[src/source/ks10_defines.svh]
`ifndef KS10_DEFINES_SVH
`define KS10_DEFINES_SVH

////////////////////////////////////////////////////////////
// Datapath and VMA sizes
////////////////////////////////////////////////////////////

// Full KS10 word
`define KS_WORD_WIDTH 36
// Word address carried in the low end of the VMA
`define KS_ADDR_WIDTH 18
// Unused bits between VMA flags and address
`define KS_VMA_PAD_WIDTH (`KS_WORD_WIDTH - `KS_ADDR_WIDTH - 6)

// Page number taken from the low end of the address
`define KS_PAGE_BITS 4
`define KS_PAGE_COUNT (1 << `KS_PAGE_BITS)

////////////////////////////////////////////////////////////
// Microcode
////////////////////////////////////////////////////////////

`define KS_UADDR_WIDTH 12
// Instruction fetch micro-address
`define KS_UADDR_FETCH 12'o0110

////////////////////////////////////////////////////////////
// APB register map
////////////////////////////////////////////////////////////

`define KS_APB_ADDR_WIDTH 8
`define KS_APB_DATA_WIDTH 32
// Page entry 0, one word per entry
`define KS_REG_PAGE_BASE 8'h00
// Bit 0 is paging enable
`define KS_REG_CONTROL 8'h40

`endif

[src/source/ks10Pkg.sv]
`include "ks10_defines.svh"

package ks10Pkg;

   ////////////////////////////////////////////////////////////
   // Enumerations
   ////////////////////////////////////////////////////////////

   // Page-fail dispatch codes, octal as in the microcode
   typedef enum logic [3:0]
   {
      none          = 4'o00,
      intr          = 4'o01,
      nxm           = 4'o05,
      writeFail     = 4'o10,
      timerPageFail = 4'o11,
      invalid       = 4'o12,
      mismatch      = 4'o13
   } dispCode;

   // Special-function select
   // Only memClr is decoded here
   typedef enum logic [2:0]
   {
      nop    = 3'd0,
      idle1  = 3'd1,
      idle2  = 3'd2,
      idle3  = 3'd3,
      memClr = 3'd4,
      idle5  = 3'd5,
      idle6  = 3'd6,
      idle7  = 3'd7
   } specFunc;

   ////////////////////////////////////////////////////////////
   // Control ROM and dispatch ROM subsets
   ////////////////////////////////////////////////////////////

   typedef struct packed
   {
      logic [`KS_UADDR_WIDTH-1:0] uAddr;
      // Bus cycle request
      logic memCycle;
      logic memWait;
      logic memBwrite;
      // Cycle type source select
      logic memAread;
      logic memDpFunc;
      // Cycle type from the micro-word itself
      logic readCycle;
      logic wrTestCycle;
      logic writeCycle;
      // Special function
      logic specEn;
      specFunc specSel;
   } microWord;

   typedef struct packed
   {
      logic condFunc;
      logic readCycle;
      logic wrTestCycle;
      logic writeCycle;
   } dispatchWord;

   ////////////////////////////////////////////////////////////
   // VMA layout, also used to decode the datapath
   ////////////////////////////////////////////////////////////

   typedef struct packed
   {
      logic [`KS_ADDR_WIDTH-`KS_PAGE_BITS-1:0] high;
      logic [`KS_PAGE_BITS-1:0] page;
   } vmaAddr;

   typedef struct packed
   {
      logic user;
      logic phys;
      logic acRef;
      logic read;
      logic wrTest;
      logic write;
      logic [`KS_VMA_PAD_WIDTH-1:0] padding;
      vmaAddr addr;
   } vmaWord;

   // One pager table entry
   typedef struct packed
   {
      logic valid;
      logic writeable;
      logic user;
      logic cacheable;
   } pageFlags;

endpackage

[src/source/cycleDecode.sv]
`include "ks10_defines.svh"

module cycleDecode
(
   input  ks10Pkg::microWord    uWord,
   input  ks10Pkg::dispatchWord dWord,
   input  ks10Pkg::vmaWord      dp,
   output logic                 pfCycle,
   output logic                 fetchCycle,
   output logic                 memClr
);

   // Bus cycle requested by this micro-instruction
   logic memEn;
   // Cycle type from each of the three sources
   logic dromCycle;
   logic dpCycle;
   logic cromCycle;

   ////////////////////////////////////////////////////////////
   // Memory cycle detect
   ////////////////////////////////////////////////////////////

   // Plain wait cycle, or conditional write from the dispatch ROM
   assign memEn = uWord.memCycle &
                  (uWord.memWait | (uWord.memBwrite & dWord.condFunc));

   // Dispatch ROM cycle bits
   assign dromCycle = dWord.readCycle | dWord.wrTestCycle | dWord.writeCycle;

   // Datapath decoded as a VMA word
   assign dpCycle = dp.read | dp.wrTest | dp.write;

   // Micro-word cycle bits
   assign cromCycle = uWord.readCycle | uWord.wrTestCycle | uWord.writeCycle;

   // Source priority
   // memAread picks the dispatch ROM ahead of the datapath
   always_comb
   begin
      if (!memEn)
      begin
         pfCycle = 1'b0;
      end
      else if (uWord.memAread)
      begin
         pfCycle = dromCycle;
      end
      else if (uWord.memDpFunc)
      begin
         pfCycle = dpCycle;
      end
      else
      begin
         pfCycle = cromCycle;
      end

      // A page-fail cycle only ever comes from a real bus request
      assert (!pfCycle || uWord.memCycle)
      else $error("pfCycle without memCycle");
   end

   ////////////////////////////////////////////////////////////
   // Fetch and memory clear
   ////////////////////////////////////////////////////////////

   // Interrupts are only taken at the instruction fetch
   assign fetchCycle = (uWord.uAddr == `KS_UADDR_FETCH);

   // Clears the page-fail dispatch
   assign memClr = uWord.specEn & (uWord.specSel == ks10Pkg::memClr);

endmodule

[src/source/pagerTable.sv]
`include "ks10_defines.svh"

module pagerTable
(
   input  logic                          clk,
   input  logic                          rst,
   // APB slave
   input  logic [`KS_APB_ADDR_WIDTH-1:0] paddr,
   input  logic                          psel,
   input  logic                          penable,
   input  logic                          pwrite,
   input  logic [`KS_APB_DATA_WIDTH-1:0] pwdata,
   output logic [`KS_APB_DATA_WIDTH-1:0] prdata,
   output logic                          pready,
   output logic                          pslverr,
   // Lookup
   input  ks10Pkg::vmaWord               vmaReg,
   output ks10Pkg::pageFlags             curFlags,
   output logic                          pageEnable
);

   ks10Pkg::pageFlags pageTab [`KS_PAGE_COUNT];

   logic [`KS_APB_ADDR_WIDTH-1:0] pageOffset;
   logic [`KS_PAGE_BITS-1:0]      pageIdx;
   logic                          pageHit;
   logic                          ctrlHit;
   logic                          access;
   logic                          wrEn;

   ////////////////////////////////////////////////////////////
   // Address decode
   ////////////////////////////////////////////////////////////

   // Byte offset into the page entry block
   assign pageOffset = paddr - `KS_REG_PAGE_BASE;
   assign pageIdx    = pageOffset[`KS_PAGE_BITS+1:2];

   // Word aligned and inside the block
   assign pageHit = (pageOffset[1:0] == 2'b00) &&
                    (pageOffset[`KS_APB_ADDR_WIDTH-1:`KS_PAGE_BITS+2] == '0);
   assign ctrlHit = (paddr == `KS_REG_CONTROL);

   // Access phase completes at once
   assign access = psel & penable;
   assign wrEn   = access & pwrite;

   // No wait states
   assign pready = 1'b1;

   // Unmapped address
   assign pslverr = access & ~(pageHit | ctrlHit);

   ////////////////////////////////////////////////////////////
   // Page table and control register
   ////////////////////////////////////////////////////////////

   always_ff @(posedge clk or posedge rst)
   begin
      if (rst)
      begin
         pageEnable <= 1'b0;
         for (int i = 0; i < `KS_PAGE_COUNT; i++)
         begin
            pageTab[i] <= '0;
         end
      end
      else if (wrEn)
      begin
         if (pageHit)
         begin
            // Low four bits hold the flags
            pageTab[pageIdx] <= ks10Pkg::pageFlags'(pwdata[$bits(ks10Pkg::pageFlags)-1:0]);
         end
         else if (ctrlHit)
         begin
            pageEnable <= pwdata[0];
         end
      end
   end

   // Read back, zero above the stored bits
   always_comb
   begin
      prdata = '0;
      if (pageHit)
      begin
         prdata[$bits(ks10Pkg::pageFlags)-1:0] = pageTab[pageIdx];
      end
      else if (ctrlHit)
      begin
         prdata[0] = pageEnable;
      end
   end

   // Lookup by VMA page number
   assign curFlags = pageTab[vmaReg.addr.page];

   ////////////////////////////////////////////////////////////
   // APB protocol checks
   ////////////////////////////////////////////////////////////

   apbEnableSel: assert property (@(posedge clk) disable iff (rst)
      penable |-> psel);

   // Setup phase fields carried into the access phase
   apbStable: assert property (@(posedge clk) disable iff (rst)
      (psel && !penable) |=> ($stable(paddr) && $stable(pwrite)));

endmodule

[src/source/pfDispatch.sv]
module pfDispatch
(
   input  logic              clk,
   input  logic              rst,
   input  logic              clken,
   // From the cycle decoder
   input  logic              pfCycle,
   input  logic              fetchCycle,
   input  logic              memClr,
   // Address and pager state
   input  ks10Pkg::vmaWord   vmaReg,
   input  ks10Pkg::pageFlags curFlags,
   input  logic              pageEnable,
   // Interrupt sources
   input  logic              nxmIntr,
   input  logic              piIntr,
   input  logic              timerIntr,
   output logic              pageFail,
   output ks10Pkg::dispCode  dispPf
);

   logic pfEn;
   logic intrEn;
   logic pageCheck;
   logic pageInvalid;
   logic pageMismatch;
   logic pageWriteFail;

   ks10Pkg::dispCode dispNext;

   ////////////////////////////////////////////////////////////
   // Enables
   ////////////////////////////////////////////////////////////

   // One cycle after the bus request, never twice running
   always_ff @(posedge clk or posedge rst)
   begin
      if (rst)
      begin
         pfEn <= 1'b0;
      end
      else
      begin
         pfEn <= ~pfEn & pfCycle;
      end
   end

   // Interrupts are looked at just after the fetch
   always_ff @(posedge clk or posedge rst)
   begin
      if (rst)
      begin
         intrEn <= 1'b0;
      end
      else
      begin
         intrEn <= fetchCycle;
      end
   end

   ////////////////////////////////////////////////////////////
   // Failure classification
   ////////////////////////////////////////////////////////////

   // Physical and AC references bypass the pager
   assign pageCheck = pageEnable & ~vmaReg.phys & ~vmaReg.acRef;

   assign pageInvalid   = pageCheck & ~curFlags.valid;
   assign pageMismatch  = pageCheck & (vmaReg.user != curFlags.user);
   // Only a write test checks the writeable bit
   assign pageWriteFail = pageCheck & vmaReg.wrTest & ~curFlags.writeable;

   // Interrupts first, then page faults
   always_comb
   begin
      pageFail = 1'b1;
      if (intrEn && nxmIntr)
      begin
         dispNext = ks10Pkg::nxm;
      end
      else if (intrEn && piIntr)
      begin
         dispNext = ks10Pkg::intr;
      end
      else if (intrEn && timerIntr && pageInvalid)
      begin
         dispNext = ks10Pkg::timerPageFail;
      end
      else if (intrEn && timerIntr)
      begin
         dispNext = ks10Pkg::intr;
      end
      else if (pfEn && pageInvalid)
      begin
         dispNext = ks10Pkg::invalid;
      end
      else if (pfEn && pageMismatch)
      begin
         dispNext = ks10Pkg::mismatch;
      end
      else if (pfEn && pageWriteFail)
      begin
         dispNext = ks10Pkg::writeFail;
      end
      else
      begin
         pageFail = 1'b0;
         dispNext = ks10Pkg::none;
      end
   end

   ////////////////////////////////////////////////////////////
   // Dispatch register
   ////////////////////////////////////////////////////////////

   // Load wins over clear
   always_ff @(posedge clk or posedge rst)
   begin
      if (rst)
      begin
         dispPf <= ks10Pkg::none;
      end
      else if (clken && pageFail)
      begin
         dispPf <= dispNext;
      end
      else if (clken && memClr)
      begin
         dispPf <= ks10Pkg::none;
      end
   end

   failHasCode: assert property (@(posedge clk) disable iff (rst)
      pageFail |-> (dispNext != ks10Pkg::none));

   // Decoder and enable logic together keep this one cycle wide
   pfEnPulse: assert property (@(posedge clk) disable iff (rst)
      pfEn |=> !pfEn);

endmodule

[src/source/pfSubsystem.sv]
`include "ks10_defines.svh"

module pfSubsystem
(
   input  logic                          clk,
   input  logic                          rst,
   input  logic                          clken,
   // Per micro-instruction
   input  ks10Pkg::microWord             uWord,
   input  ks10Pkg::dispatchWord          dWord,
   input  ks10Pkg::vmaWord               dp,
   input  ks10Pkg::vmaWord               vmaReg,
   input  logic                          nxmIntr,
   input  logic                          piIntr,
   input  logic                          timerIntr,
   // APB slave
   input  logic [`KS_APB_ADDR_WIDTH-1:0] paddr,
   input  logic                          psel,
   input  logic                          penable,
   input  logic                          pwrite,
   input  logic [`KS_APB_DATA_WIDTH-1:0] pwdata,
   output logic [`KS_APB_DATA_WIDTH-1:0] prdata,
   output logic                          pready,
   output logic                          pslverr,
   // Dispatch
   output logic                          pageFail,
   output ks10Pkg::dispCode              dispPf
);

   // Decoder to dispatcher
   logic pfCycle;
   logic fetchCycle;
   logic memClr;

   // Pager to dispatcher
   ks10Pkg::pageFlags curFlags;
   logic              pageEnable;

   cycleDecode u_cycleDecode
   (
      .uWord      (uWord),
      .dWord      (dWord),
      .dp         (dp),
      .pfCycle    (pfCycle),
      .fetchCycle (fetchCycle),
      .memClr     (memClr)
   );

   pagerTable u_pagerTable
   (
      .clk        (clk),
      .rst        (rst),
      .paddr      (paddr),
      .psel       (psel),
      .penable    (penable),
      .pwrite     (pwrite),
      .pwdata     (pwdata),
      .prdata     (prdata),
      .pready     (pready),
      .pslverr    (pslverr),
      .vmaReg     (vmaReg),
      .curFlags   (curFlags),
      .pageEnable (pageEnable)
   );

   pfDispatch u_pfDispatch
   (
      .clk        (clk),
      .rst        (rst),
      .clken      (clken),
      .pfCycle    (pfCycle),
      .fetchCycle (fetchCycle),
      .memClr     (memClr),
      .vmaReg     (vmaReg),
      .curFlags   (curFlags),
      .pageEnable (pageEnable),
      .nxmIntr    (nxmIntr),
      .piIntr     (piIntr),
      .timerIntr  (timerIntr),
      .pageFail   (pageFail),
      .dispPf     (dispPf)
   );

endmodule

[config.mk]
export PLATFORM = sky130hd
export DESIGN_NAME = pfSubsystem
export DESIGN_NICKNAME = d
export VERILOG_FILES = /design/src/source/ks10Pkg.sv /design/src/source/cycleDecode.sv /design/src/source/pagerTable.sv /design/src/source/pfDispatch.sv /design/src/source/pfSubsystem.sv
export VERILOG_INCLUDE_DIRS = /design/src /design/src/source
export SDC_FILE = /design/constraint.sdc
export NUM_CORES = 1
export LEC_CHECK = 0
export ABC_AREA = 1
export BUFFER_PORTS_ARGS = -buffer_cell sky130_fd_sc_hd__buf_2
export CORE_UTILIZATION = 30
export DETAILED_ROUTE_END_ITERATION = 8
export MAX_ROUTING_LAYER = met4
export PLACE_DENSITY = 0.55
export SETUP_SLACK_MARGIN = 0.15
export SLEW_MARGIN = 20
export SYNTH_ARGS = -nofsm -noshare
export SYNTH_HDL_FRONTEND = slang
export SYNTH_SLANG_ARGS = --single-unit
[constraint.sdc]
create_clock -name clk -period 2.7 [get_ports clk]
set_input_delay 0.135 -clock clk [delete_from_list [all_inputs] [get_ports clk]]
set_output_delay 0.135 -clock clk [all_outputs]
set_load 0.02 [all_outputs]
==> flow_summary.rst <==
.. list-table::
   :header-rows: 1

   * - Metric
     - Value
   * - Run status
     - complete, no violations
   * - Fraction of final layout cells sized beyond drive strength 1
     - between 10% and 20%
   * - Total Nets Final
     - ~770
   * - Worst Hold Class
     - primary input to flip-flop
   * - Final WL
     - 11.9 mm
   * - Setup CP Type
     - primary input to output pin
   * - Number of warning messages in the yosys log
     - 0
   * - Synth top area share
     - a little over two fifths
   * - Reg clk slew, reported paths
     - 0.05 ns
   * - Iteration count of the initial detailed-routing pass
     - 5
   * - Synth area leader
     - sky130_fd_sc_hd__dfrtp_1
   * - Clock latency reported for the late side of the worst-skew pair
     - 0.34 ns
   * - Clock tree from TritonCTS
     - yes
   * - First-pass GRT wire length
     - between 15 and 20 mm
   * - Via Count
     - just under 4000
   * - Critical path arrival
     - roughly 1.8 ns
   * - Final number of max-transition violations
     - 0
   * - Share of the cycle needed by the critical path after routing
     - ~73%
   * - I/O pin count
     - about 190
   * - Post-detailed-route wirelength per cell
     - about 15 um
   * - Number of distinct standard cells referenced by the synthesized netlist
     - 30
   * - Final setup vio count
     - 0
   * - Fin Setup TNS
     - 0 ns
   * - CORE AREA
     - about 13000 sq um
   * - Total power draw
     - 2.57 mW
   * - Unrepaired setup endpoints after global routing
     - no
   * - Starting density of the core
     - around 31%
   * - Number of violations of the max-capacitance limit
     - 0
   * - Detail-routed via count per cell
     - between 4 and 5
   * - Setup clock skew after layout
     - ~0.0074 ns
   * - Standard-cell rows
     - 42
   * - CTS Buf Count
     - 9
   * - Power density normalized to cell area
     - between 500 and 600 nW/um^2
   * - Root cell of the clock tree
     - sky130_fd_sc_hd__clkbuf_16
   * - Critical path data required time
     - approximately 2.6 ns
   * - Number of synthesized register bits
     - 71
   * - WHS
     - 0.0492 ns
   * - GRT Total Usage
     - 18.5%
   * - Die Ht
     - ~120 um
   * - HPWL reported at the end of detailed placement
     - 8.73 mm
   * - Final design instance area without fill
     - 4830 sq um
   * - CTS Sinks
     - 71
   * - Chip width
     - 119 um
   * - Leading cell types in the layout, fill and taps excluded
     - 169 x sky130_fd_sc_hd__nand2_1, 75 x sky130_fd_sc_hd__o21ai_0, 71 x sky130_fd_sc_hd__dfrtp_1, 69 x sky130_fd_sc_hd__buf_2, 50 x sky130_fd_sc_hd__inv_1
   * - Critical Path Fanout Max
     - 11
   * - Relative slew slack
     - roughly 53%
   * - Sequential share of the synthesized area
     - between 40% and 50%
   * - GRT overflow
     - 0
   * - Post-synthesis to final-layout area growth
     - 17.6%
   * - DP Area
     - about 4500 sq um
   * - Port-buffer cells
     - a little under 70
   * - Most common cell after layout, fill and taps aside
     - sky130_fd_sc_hd__nand2_1
   * - Placed Cells incl. Taps
     - about 780
   * - Mean post-synth cell area
     - between 7 and 8 sq um
   * - Clock period minus final worst setup slack
     - 1.96 ns
   * - Pin count of the biggest net entering global routing
     - 41
   * - Number of buffers on the longest clock path
     - 2
   * - Cell types occupying the most area after synthesis
     - sky130_fd_sc_hd__dfrtp_1 43%, sky130_fd_sc_hd__nand2_1 15%, sky130_fd_sc_hd__o21ai_0 9.1%, sky130_fd_sc_hd__nand3_1 6.0%, sky130_fd_sc_hd__buf_4 5.7%
   * - Antenna violations before repair
     - 0
   * - Element type at the critical path end
     - output pin
   * - Slew at the pin with the worst max-slew slack
     - just over 0.7 ns
   * - Critical Path Source Type
     - primary input
   * - Number of DRC markers after the initial detailed-route iteration
     - 353
   * - Area of the die
     - about 14000 sq um
   * - Max Clk Rate
     - 510 MHz
   * - Number of gates given a new drive strength after cts
     - 0
   * - Max rail drop VDD
     - between 200 and 300 uV
   * - Via count of the first global-routing pass
     - around 3800
   * - Leakage power figure
     - 2.30 nW
   * - Hold violation total from the final report
     - 0
   * - Synthesized cell area
     - 4110 sq um
   * - DRC violations left
     - 0
   * - Synthesized instance count
     - approximately 550
   * - Htree depth
     - 3
   * - Post-DRT Antenna Nets
     - 0
   * - Routability-driven placement congestion ratio
     - 0.902
   * - Antenna diode count
     - 0
   * - Post-route non-filler standard cell count
     - around 800
==> routing by layer <==
metal  vias up  routed length (um)  GRT usage (%)
li1       1908                   -              -
met2       192                5160           27.9
met4         0                 204           6.41
met5         -                   0              -
met1      1802                5540           24.4
met3        15                1010           3.93
==> cells in the mapped netlist (all sizes together) <==
cell,instances
o221ai,3
and3,1
nor2,19
o22ai,5
buf,38
o21ai,78
nand3,52
a41oi,4
dfrtp,71
nand2,170
clkbuf,5
a21oi,7
o211ai,7
nor4,5
or4,1
nand4,8
inv,54
conb,2
a22oi,11
nor3,5
==> path summary, 6_finish.rpt <==
check	start	end	slack, ns	depth (start not counted)
setup / recovery	paddr[2]	prdata[3]	0.74	8
hold / removal	uWord[11]	u_pfDispatch.pfEn	0.05	3
setup reg to reg	u_pagerTable.pageEnable	u_pfDispatch.dispPf[2]	1.08	11
hold reg to reg	u_pagerTable.pageTab[62]	u_pagerTable.pageTab[62]	0.49	2
max in group asynchronous	rst	u_pfDispatch.pfEn	1.60	4
min in group asynchronous	rst	u_pagerTable.pageTab[40]	0.45	3
==> sequential cells by signal (all words and copies together), names as in the netlist <==
signal                   flops
u_pagerTable.pageEnable      1
u_pagerTable.pageTab        64
u_pfDispatch.dispPf          4
u_pfDispatch.intrEn          1
u_pfDispatch.pfEn            1
==> logic make-up after synthesis <==
family          count (synthesis)  synth area share [%]
compound gates                115                  16.0
buf+inv                        97                  12.5
flops                          71                  43.2
other cells                     2                 0.183
simple gates                  261                  28.1
==> worst max-delay path, stage by stage <==
cell                       delay, ns
sky130_fd_sc_hd__buf_2          0.19
sky130_fd_sc_hd__nand2_1        0.10
sky130_fd_sc_hd__inv_1          0.41
sky130_fd_sc_hd__a22oi_1        0.19
sky130_fd_sc_hd__o211ai_1       0.15
sky130_fd_sc_hd__nand2_1        0.08
sky130_fd_sc_hd__a41oi_1        0.33
sky130_fd_sc_hd__buf_2          0.23
==> report_power, final <==
| part | internal [mW] | switching [mW] | total [mW] |
|---|---|---|---|
| clock network | 0.735 | 0.436 | 1.17 |
| registers | 1.09 | 0.0144 | 1.10 |
| logic | 0.0888 | 0.212 | 0.301 |
| total | 1.91 | 0.663 | 2.57 |
==> layout make-up <==
cell class | count | area, sq um
Tap cell | 176 | 220
Multi-Input combinational cell | 405 | 1920
Clock inverter | 4 | 45.0
Sequential cell | 71 | 1780
Inverter | 54 | 203
Timing Repair Buffer | 77 | 420
Clock buffer | 12 | 246
Fill cell | 1435 | 8460
==> repair_timing <==
action | CTS | global route
hold endpoints to repair | 31 | 0
hold buffers | 1 | 0
buffers inserted | 0 | 0
==> per-stage QoR <==
stage / utilization (%) / setup slack, ns
after CTS: 36.3 / 0.747
after global routing: 36.3 / 0.584
after global placement: 34.1 / 0.818
after detailed placement: 34.1 / 0.805
final: 36.3 / 0.738
after floorplan: - / 0.768
No activity file was read; power rests on OpenSTA's default activity.
